`config.mk`:
```
export PLATFORM = sky130hd
export DESIGN_NAME = instructionDecoder
export DESIGN_NICKNAME = d
export VERILOG_FILES = /design/src/logic/isaPkg.sv /design/src/logic/ctrlPkg.sv /design/src/logic/specialDecoder.sv /design/src/logic/branchDecoder.sv /design/src/logic/immDecoder.sv /design/src/logic/instructionDecoder.sv
export VERILOG_INCLUDE_DIRS = /design/src /design/src/logic
export SDC_FILE = /design/constraint.sdc
export NUM_CORES = 1
export LEC_CHECK = 0
export BUFFER_PORTS_ARGS = -buffer_cell sky130_fd_sc_hd__buf_2
export CORE_ASPECT_RATIO = 1.5
export CORE_MARGIN = 2
export CORE_UTILIZATION = 52
export DETAILED_ROUTE_END_ITERATION = 10
export GPL_TIMING_DRIVEN = 0
export PLACE_DENSITY = 0.78
export SLEW_MARGIN = 20
export SYNTH_ARGS = -nofsm -noshare
export SYNTH_HDL_FRONTEND = slang
export SYNTH_HIERARCHICAL = 1
export SYNTH_SLANG_ARGS = --single-unit
```
`constraint.sdc`:
```
create_clock -name clk -period 2.4 [get_ports clk]
set_clock_uncertainty 0.05 [all_clocks]
set_input_delay 0.36 -clock clk [delete_from_list [all_inputs] [get_ports clk]]
set_output_delay 0.36 -clock clk [all_outputs]
set_load 0.01 [all_outputs]
```
`src/logic/decoder_config.svh`:
```
`ifndef DECODER_CONFIG_SVH
`define DECODER_CONFIG_SVH

// instruction word and immediate width
`define WORD_WIDTH 32

// register file index width
`define REG_IDX_WIDTH 5

`define LINK_REG 31 // $ra

// branch-likely forms decoded unless overridden
`define IMPLEMENT_LIKELY_DEFAULT 1

`endif

```
`src/logic/isaPkg.sv`:
```
`include "decoder_config.svh"

package isaPkg;

    typedef enum logic [5:0] {
        opSpecial = 6'h00, opRegimm = 6'h01, opJ     = 6'h02, opJal   = 6'h03,
        opBeq     = 6'h04, opBne    = 6'h05, opBlez  = 6'h06, opBgtz  = 6'h07,
        opAddi    = 6'h08, opAddiu  = 6'h09, opSlti  = 6'h0a, opSltiu = 6'h0b,
        opAndi    = 6'h0c, opOri    = 6'h0d, opXori  = 6'h0e, opLui   = 6'h0f,
        opBeql    = 6'h14, opBnel   = 6'h15, opBlezl = 6'h16, opBgtzl = 6'h17,
        opLb      = 6'h20, opLh     = 6'h21, opLw    = 6'h23, opLbu   = 6'h24,
        opLhu     = 6'h25, opSb     = 6'h28, opSh    = 6'h29, opSw    = 6'h2b
    } opcode_t;

    typedef enum logic [5:0] {
        fnSll   = 6'h00, fnSrl   = 6'h02, fnSra  = 6'h03, fnSllv  = 6'h04,
        fnSrlv  = 6'h06, fnSrav  = 6'h07, fnJr   = 6'h08, fnJalr  = 6'h09,
        fnSyscall = 6'h0c, fnBreak = 6'h0d, fnMfhi = 6'h10, fnMthi = 6'h11,
        fnMflo  = 6'h12, fnMtlo  = 6'h13, fnMult = 6'h18, fnMultu = 6'h19,
        fnDiv   = 6'h1a, fnDivu  = 6'h1b, fnAdd  = 6'h20, fnAddu  = 6'h21,
        fnSub   = 6'h22, fnSubu  = 6'h23, fnAnd  = 6'h24, fnOr    = 6'h25,
        fnXor   = 6'h26, fnNor   = 6'h27, fnSlt  = 6'h2a, fnSltu  = 6'h2b
    } funct_t;

    // bit 4 links, bit 1 likely, bit 0 selects >= 0
    typedef enum logic [4:0] {
        rtBltz   = 5'h00, rtBgez   = 5'h01, rtBltzl   = 5'h02, rtBgezl   = 5'h03,
        rtBltzal = 5'h10, rtBgezal = 5'h11, rtBltzall = 5'h12, rtBgezall = 5'h13
    } regimm_t;

    typedef struct packed {
        logic [`REG_IDX_WIDTH-1:0] rs;
        logic [`REG_IDX_WIDTH-1:0] rt;
        logic [`REG_IDX_WIDTH-1:0] rd;
        logic [4:0]                shamt;
        funct_t                    funct;
    } rBody_t;

    typedef struct packed {
        logic [`REG_IDX_WIDTH-1:0] rs;
        logic [`REG_IDX_WIDTH-1:0] rt;
        logic [15:0]               imm16;
    } iBody_t;

    // R, I and J layouts overlay the low 26 bits
    typedef union packed {
        rBody_t      r;
        iBody_t      i;
        logic [25:0] target26;
    } instrBody_t;

    typedef struct packed {
        opcode_t    opcode;
        instrBody_t body;
    } instrFields_t;

endpackage

```
`src/logic/ctrlPkg.sv`:
```
`include "decoder_config.svh"

package ctrlPkg;

    // value 0 of every enum is the inactive choice
    typedef enum logic [3:0] {
        aluAdd, aluSub, aluAnd, aluOr, aluNor, aluXor, aluSlt, aluSltu,
        aluShiftLeft, aluShiftRight, aluArithShiftRight
    } aluCtrl_t;

    typedef enum logic [2:0] {
        cmpEqual, cmpNotEqual, cmpBelowZero, cmpAtOrAboveZero,
        cmpAtOrBelowZero, cmpAboveZero
    } cmpCtrl_t;

    typedef enum logic [1:0] {memByte, memHalf, memWord} memWidth_t;

    typedef enum logic [2:0] {
        mulDisabled, mulMult, mulMultu, mulDiv, mulDivu, mulSetHi, mulSetLo
    } mulCtrl_t;

    typedef enum logic [1:0] {grfAlu, grfMem, grfPc, grfMul} grfSrc_t;

    typedef enum logic {jumpImmediate, jumpRegister} jumpLoc_t;

    typedef enum logic [1:0] {excNone, excUnknown, excSyscall, excBreak} excCode_t;

    typedef struct packed {
        logic [`REG_IDX_WIDTH-1:0] regRead1;
        logic [`REG_IDX_WIDTH-1:0] regRead2;
        logic [`REG_IDX_WIDTH-1:0] destinationRegister; // 0 means no write
        aluCtrl_t                  aluCtrl;
        logic                      aluSrc; // B operand from immediate
        logic [`WORD_WIDTH-1:0]    immediate;
        logic                      checkOverflow;
        logic                      branch;
        logic                      branchLikely;
        cmpCtrl_t                  cmpCtrl;
        logic                      absJump;
        jumpLoc_t                  absJumpLoc;
        logic                      memLoad;
        logic                      memStore;
        memWidth_t                 memWidthCtrl;
        logic                      memReadSignExtend;
        logic                      calculateAddress;
        mulCtrl_t                  mulCtrl;
        logic                      mulEnable;
        logic                      mulOutputSel; // 1 selects HI
        grfSrc_t                   grfWriteSource;
        excCode_t                  generateException;
    } controlWord_t;

    localparam controlWord_t kControlNop = '0;

endpackage

```
`src/logic/specialDecoder.sv`:
```
`timescale 1ns/1ps
`include "decoder_config.svh"

module specialDecoder
    import isaPkg::*;
    import ctrlPkg::*;
(
    input  instrFields_t fields,
    output controlWord_t word,
    output logic         claim
);

    logic [`REG_IDX_WIDTH-1:0] rs;
    logic [`REG_IDX_WIDTH-1:0] rt;
    logic [`REG_IDX_WIDTH-1:0] rd;
    funct_t                    funct;

    assign rs = fields.body.r.rs;
    assign rt = fields.body.r.rt;
    assign rd = fields.body.r.rd;
    assign funct = fields.body.r.funct;

    always_comb
    begin
        word = kControlNop;
        claim = 1'b0;
        if (fields.opcode == opSpecial)
        begin
            claim = 1'b1;
            case (funct)
                fnAddu, fnSubu, fnAdd, fnSub, fnAnd, fnOr, fnNor, fnXor, fnSlt, fnSltu:
                begin
                    word.regRead1 = rs;
                    word.regRead2 = rt;
                    word.destinationRegister = rd;
                    word.checkOverflow = funct inside {fnAdd, fnSub};
                end
                fnSll, fnSrl, fnSra:
                begin
                    word.regRead1 = rt;
                    word.destinationRegister = rd;
                    word.aluSrc = 1'b1;
                    word.immediate = `WORD_WIDTH'(fields.body.r.shamt);
                end
                fnSllv, fnSrlv, fnSrav:
                begin
                    word.regRead1 = rt; // value to shift
                    word.regRead2 = rs; // amount
                    word.destinationRegister = rd;
                end
                fnJr, fnJalr:
                begin
                    word.regRead1 = rs;
                    word.absJump = 1'b1;
                    word.absJumpLoc = jumpRegister;
                    if (funct == fnJalr)
                    begin
                        word.grfWriteSource = grfPc;
                        word.destinationRegister = rd;
                    end
                end
                fnMult, fnMultu, fnDiv, fnDivu:
                begin
                    word.regRead1 = rs;
                    word.regRead2 = rt;
                end
                fnMthi, fnMtlo:
                    word.regRead1 = rs;
                fnMfhi, fnMflo:
                begin
                    word.mulOutputSel = funct == fnMfhi;
                    word.destinationRegister = rd;
                    word.grfWriteSource = grfMul;
                end
                fnSyscall:
                    word.generateException = excSyscall;
                fnBreak:
                    word.generateException = excBreak;
                default:
                    claim = 1'b0;
            endcase

            case (funct)
                fnSubu, fnSub:  word.aluCtrl = aluSub;
                fnAnd:          word.aluCtrl = aluAnd;
                fnOr:           word.aluCtrl = aluOr;
                fnNor:          word.aluCtrl = aluNor;
                fnXor:          word.aluCtrl = aluXor;
                fnSlt:          word.aluCtrl = aluSlt;
                fnSltu:         word.aluCtrl = aluSltu;
                fnSll, fnSllv:  word.aluCtrl = aluShiftLeft;
                fnSrl, fnSrlv:  word.aluCtrl = aluShiftRight;
                fnSra, fnSrav:  word.aluCtrl = aluArithShiftRight;
                fnMult:         word.mulCtrl = mulMult;
                fnMultu:        word.mulCtrl = mulMultu;
                fnDiv:          word.mulCtrl = mulDiv;
                fnDivu:         word.mulCtrl = mulDivu;
                fnMthi:         word.mulCtrl = mulSetHi;
                fnMtlo:         word.mulCtrl = mulSetLo;
                default:        ; // add, or no ALU use
            endcase
        end
    end

endmodule

```
`src/logic/branchDecoder.sv`:
```
`timescale 1ns/1ps
`include "decoder_config.svh"

module branchDecoder
    import isaPkg::*;
    import ctrlPkg::*;
#(
    parameter bit implementLikely = `IMPLEMENT_LIKELY_DEFAULT
) (
    input  instrFields_t fields,
    output controlWord_t word,
    output logic         claim
);

    logic [`REG_IDX_WIDTH-1:0] rt;
    logic [`WORD_WIDTH-1:0]    offset;
    logic                      likely;

    assign rt = fields.body.i.rt;
    assign offset = {{(`WORD_WIDTH-16){fields.body.i.imm16[15]}}, fields.body.i.imm16};

    always_comb
    begin
        word = kControlNop;
        claim = 1'b0;
        likely = 1'b0;
        case (fields.opcode)
            opRegimm, opBeq, opBne, opBlez, opBgtz, opBeql, opBnel, opBlezl, opBgtzl:
            begin
                word.regRead1 = fields.body.i.rs;
                word.branch = 1'b1;
                word.immediate = offset;
                if (fields.opcode == opRegimm)
                begin
                    likely = rt[1];
                    claim = regimm_t'(rt) inside {rtBltz, rtBgez, rtBltzl, rtBgezl,
                        rtBltzal, rtBgezal, rtBltzall, rtBgezall};
                    word.cmpCtrl = rt[0] ? cmpAtOrAboveZero : cmpBelowZero;
                    if (rt[4])
                    begin
                        word.grfWriteSource = grfPc;
                        word.destinationRegister = `REG_IDX_WIDTH'(`LINK_REG);
                    end
                end
                else
                begin
                    likely = fields.opcode inside {opBeql, opBnel, opBlezl, opBgtzl};
                    claim = 1'b1;
                    case (fields.opcode)
                        opBeq, opBeql:   word.cmpCtrl = cmpEqual;
                        opBne, opBnel:   word.cmpCtrl = cmpNotEqual;
                        opBlez, opBlezl: word.cmpCtrl = cmpAtOrBelowZero;
                        default:         word.cmpCtrl = cmpAboveZero;
                    endcase
                    if (fields.opcode inside {opBeq, opBne, opBeql, opBnel})
                        word.regRead2 = rt;
                end
                word.branchLikely = likely;
                if (likely && !implementLikely)
                    claim = 1'b0; // left to the unknown exception
            end
            opJ, opJal:
            begin
                claim = 1'b1;
                word.absJump = 1'b1;
                word.absJumpLoc = jumpImmediate;
                word.immediate = `WORD_WIDTH'(fields.body.target26);
                if (fields.opcode == opJal)
                begin
                    word.grfWriteSource = grfPc;
                    word.destinationRegister = `REG_IDX_WIDTH'(`LINK_REG);
                end
            end
            default: ;
        endcase
    end

    // a conditional branch never carries an absolute target too
    always_comb
    begin
        assert final (!(claim && word.branch && word.absJump))
            else $error("branch and absolute jump in one claimed word");
    end

endmodule

```
`src/logic/immDecoder.sv`:
```
`timescale 1ns/1ps
`include "decoder_config.svh"

module immDecoder
    import isaPkg::*;
    import ctrlPkg::*;
(
    input  instrFields_t fields,
    output controlWord_t word,
    output logic         claim
);

    logic [15:0]            imm;
    logic [`WORD_WIDTH-1:0] signExt;
    logic [`WORD_WIDTH-1:0] zeroExt;

    assign imm = fields.body.i.imm16;
    assign signExt = {{(`WORD_WIDTH-16){imm[15]}}, imm};
    assign zeroExt = `WORD_WIDTH'(imm);

    always_comb
    begin
        word = kControlNop;
        claim = 1'b1;
        word.regRead1 = fields.body.i.rs; // base or A operand
        word.immediate = signExt;
        case (fields.opcode)
            opAddiu, opAddi, opSlti, opSltiu, opAndi, opOri, opXori, opLui:
            begin
                word.destinationRegister = fields.body.i.rt;
                word.aluSrc = 1'b1;
                word.grfWriteSource = grfAlu;
                word.aluCtrl = aluAdd;
                case (fields.opcode)
                    opAddi:  word.checkOverflow = 1'b1;
                    opSlti:  word.aluCtrl = aluSlt;
                    opSltiu: word.aluCtrl = aluSltu;
                    opAndi:  word.aluCtrl = aluAnd;
                    opOri:   word.aluCtrl = aluOr;
                    opXori:  word.aluCtrl = aluXor;
                    opLui:   word.immediate = {imm, {(`WORD_WIDTH-16){1'b0}}};
                    default: ;
                endcase
                if (fields.opcode inside {opAndi, opOri, opXori})
                    word.immediate = zeroExt;
            end
            opLw, opLh, opLhu, opLb, opLbu:
            begin
                word.memLoad = 1'b1;
                word.calculateAddress = 1'b1;
                word.grfWriteSource = grfMem;
                word.destinationRegister = fields.body.i.rt;
                word.memReadSignExtend = fields.opcode inside {opLh, opLb};
            end
            opSw, opSh, opSb:
            begin
                word.memStore = 1'b1;
                word.calculateAddress = 1'b1;
                word.regRead2 = fields.body.i.rt; // store data
            end
            default:
            begin
                claim = 1'b0;
                word = kControlNop;
            end
        endcase

        case (fields.opcode)
            opLw, opSw:        word.memWidthCtrl = memWord;
            opLh, opLhu, opSh: word.memWidthCtrl = memHalf;
            default:           word.memWidthCtrl = memByte;
        endcase
    end

endmodule

```
`src/logic/instructionDecoder.sv`:
```
`timescale 1ns/1ps
`include "decoder_config.svh"

module instructionDecoder
    import isaPkg::*;
    import ctrlPkg::*;
#(
    parameter bit implementLikely = `IMPLEMENT_LIKELY_DEFAULT
) (
    input  logic                   clk,
    input  logic                   rst,
    input  logic [`WORD_WIDTH-1:0] instruction,
    input  logic                   bubble,
    output controlWord_t           controls
);

    instrFields_t fields;
    controlWord_t specWord;
    controlWord_t branchWord;
    controlWord_t immWord;
    controlWord_t decoded;
    logic         specClaim;
    logic         branchClaim;
    logic         immClaim;

    assign fields = instrFields_t'(instruction);

    specialDecoder specDec (
        .fields (fields),
        .word   (specWord),
        .claim  (specClaim)
    );

    branchDecoder #(
        .implementLikely (implementLikely)
    ) branchDec (
        .fields (fields),
        .word   (branchWord),
        .claim  (branchClaim)
    );

    immDecoder immDec (
        .fields (fields),
        .word   (immWord),
        .claim  (immClaim)
    );

    always_comb
    begin
        decoded = kControlNop;
        if (specClaim)
            decoded = specWord;
        else if (branchClaim)
            decoded = branchWord;
        else if (immClaim)
            decoded = immWord;
        else
            decoded.generateException = excUnknown;
        decoded.mulEnable = decoded.mulCtrl != mulDisabled;
    end

    always_ff @(posedge clk)
    begin
        if (rst || bubble)
            controls <= kControlNop; // bubble squashes whatever was fetched
        else
            controls <= decoded;
    end

    // sub-decoders own disjoint opcode spaces
    assert property (@(posedge clk) disable iff (rst)
        $onehot0({specClaim, branchClaim, immClaim}));

    assert property (@(posedge clk) rst |=> controls == kControlNop);

endmodule

```
==> impl_metrics.json <==
{
  "run_status": "finished clean",
  "maxClockFrequency_mhz": 431,
  "gr-total-overflow": 0,
  "critical_path.most_common_cell": "sky130_fd_sc_hd__buf_2",
  "start_kind": "input pin",
  "timing.final.hold_violations": 0,
  "post-route-min-period_ps": 2320,
  "final.hold.worst_slack_ps": 241,
  "timing.max_cap.violations": 0,
  "mappedNetlistArea_um2": 5910,
  "crit_type": "in -> reg",
  "holdCritPathClass": "in -> reg",
  "grt_pass1_vias": 5399,
  "whs_endpoint": "controls[7]",
  "total_power_mw": 3.28,
  "tns_ps": 0,
  "post_synth.cell_area_avg_um2": 7.85,
  "drtPass1Iterations": 5,
  "ordered_list_of_cells_on_the_worst_path": "buf_2, or2_1, buf_2, nor4_4, a21boi_4, buf_2, buf_2, a221oi_1, nor3_1",
  "hold-path-cell-count": 3,
  "slew_headroom_pct": 16.8,
  "clockRootBuffer": "sky130_fd_sc_hd__clkbuf_16",
  "drive_gt1_share_pct": 31.3,
  "worst-slew-pin-transition_ps": 1240,
  "place.detailed.instances": 1078,
  "drt_iter0_drc": 597,
  "cts_max_level": 3,
  "n_antenna_cell": 0,
  "vias_per_cell": 5.54,
  "setup_repair_after_global_routing_missed_its_margin": "false",
  "antenna_found_initial": 0,
  "initial_utilization_pct": 53.4,
  "remaining_drc_errors": 0,
  "route.vias.total": 6069,
  "drt_wl_total_um": 18400,
  "timing.final.setup_violations": 0,
  "cellLeakagePower_nw": 3.37,
  "ioPinCount": 110,
  "hpwlAfterDp_um": 13600,
  "critPathSlowestCell": "sky130_fd_sc_hd__a221oi_1",
  "timing.critical_path.required_ps": 2560,
  "tritoncts": "built",
  "crit_path_end_kind": "register",
  "dpl_cell_area_um2": 6900,
  "post-route-cell-area_um2": 7290,
  "first_pass_grt_wire_length_um": 28200,
  "layout_worst_path_cycle_share_pct": 96.7,
  "power.ir.vdd_worst_v": 0.000320,
  "netlist_instances": 752,
  "wl_per_cell_um": 16.8,
  "total_clock_buffers_created_by_cts": 9,
  "hold_start": "bubble",
  "clock_path_buffers": 2,
  "global_routing_usage_summed_across_all_routing_layers_pct": 29.3,
  "regMostFlops": "controls",
  "final_weighted_congestion_in_routability_driven_placement": 0.972,
  "biggestRegsByFlops": "controls x75",
  "critical-path-max-stage-delay_ps": 460,
  "design.core.area_um2": 11100,
  "chipHeight_um": 135,
  "largest_register_ff_count": 75,
  "total_clock_sinks": 75,
  "post_layout_nonfiller_instances": 1096,
  "drt.antenna.violating_nets": 0,
  "die-area_um2": 12200,
  "area_growth_syn_to_layout_pct": 23.5,
  "synth.yosys.warnings": 6,
  "port_buffers": 109,
  "crit_arrival_ps": 2480,
  "clkTransAtPathRegs_ps": 50,
  "report.final.slew_viol_count": 0,
  "crit_path_max_fanout": 11,
  "largest_net_degree_at_the_start_of_global_routing": 16,
  "dieWidth_um": 91.0,
  "hold_buffers": 0,
  "fp-row-count": 47,
  "finish.net_count": 980,
  "power_density_nw_per_um2": 449,
  "worst_setup_path_startpoint": "instruction[31]"
}
[area by class of cell]
| cell class | count | area [um^2] |
|---|---|---|
| Buffer | 155 | 1010 |
| Clock buffer | 10 | 239 |
| Clock inverter | 5 | 53.8 |
| Fill cell | 1034 | 3760 |
| Inverter | 13 | 48.8 |
| Multi-Input combinational cell | 579 | 3680 |
| Sequential cell | 75 | 1500 |
| Tap cell | 147 | 184 |
| Timing Repair Buffer | 112 | 568 |
[how the worst max path moves through the flow]
stage / endpoint / slack (ps)
after floorplan: controls[53] / 80
after global placement: controls[3] / -930
after detailed placement: controls[3] / -930
after CTS: controls[22] / -20
after global routing: controls[61] / 40
final: controls[3] / 80
[cell usage in the layout (no fill, tap or decap), drive strengths merged, types with 24 or more instances in the layout]
cell      n
and2     62
nand3    24
buf     234
o21ai    27
a221oi   72
nor3     79
nor2b    73
nor2     28
conb     73
dfxtp    75
clkbuf   43
[metal layers]
metal / routed length, um / vias to the layer above / part of all wire (%) / global-route usage, %
met2: 8850 / 314 / 48 / 49.1
met4: 1110 / 0 / 6.0 / 19.4
met5: 0 / - / 0 / 0
met1: 7020 / 2764 / 38 / 34.7
li1: - / 2927 / - / -
met3: 1420 / 64 / 7.7 / 4.19
[repair_timing]
item / CTS / global route
setup endpoints to repair: 72 / 71
pin swaps: 1 / 1
gates resized for setup: 15 / 18
buffers inserted: 1 / 2
[critical path: cells and delay by family]
kind,cells,cell delay [ps]
AOI/OAI and AO/OA,2,580
buffers and inverters,4,820
and+or+nand+nor,3,710
[power breakdown]
part	switching (mW)	internal (mW)	total, mW
logic	0.394	0.288	0.682
registers	0.00399	1.27	1.27
clock network	0.502	0.822	1.32
total	0.899	2.38	3.28
[through the flow]
step           util, %  setup WS (ps)
3_3_place_gp      62.4           -930
4_1_cts           65.6          -22.1
6_report          65.9           79.2
2_1_floorplan        -           82.9
5_1_grt           65.9           37.0
3_5_place_dp      62.4           -929
No activity file was read; power rests on OpenSTA's default activity.
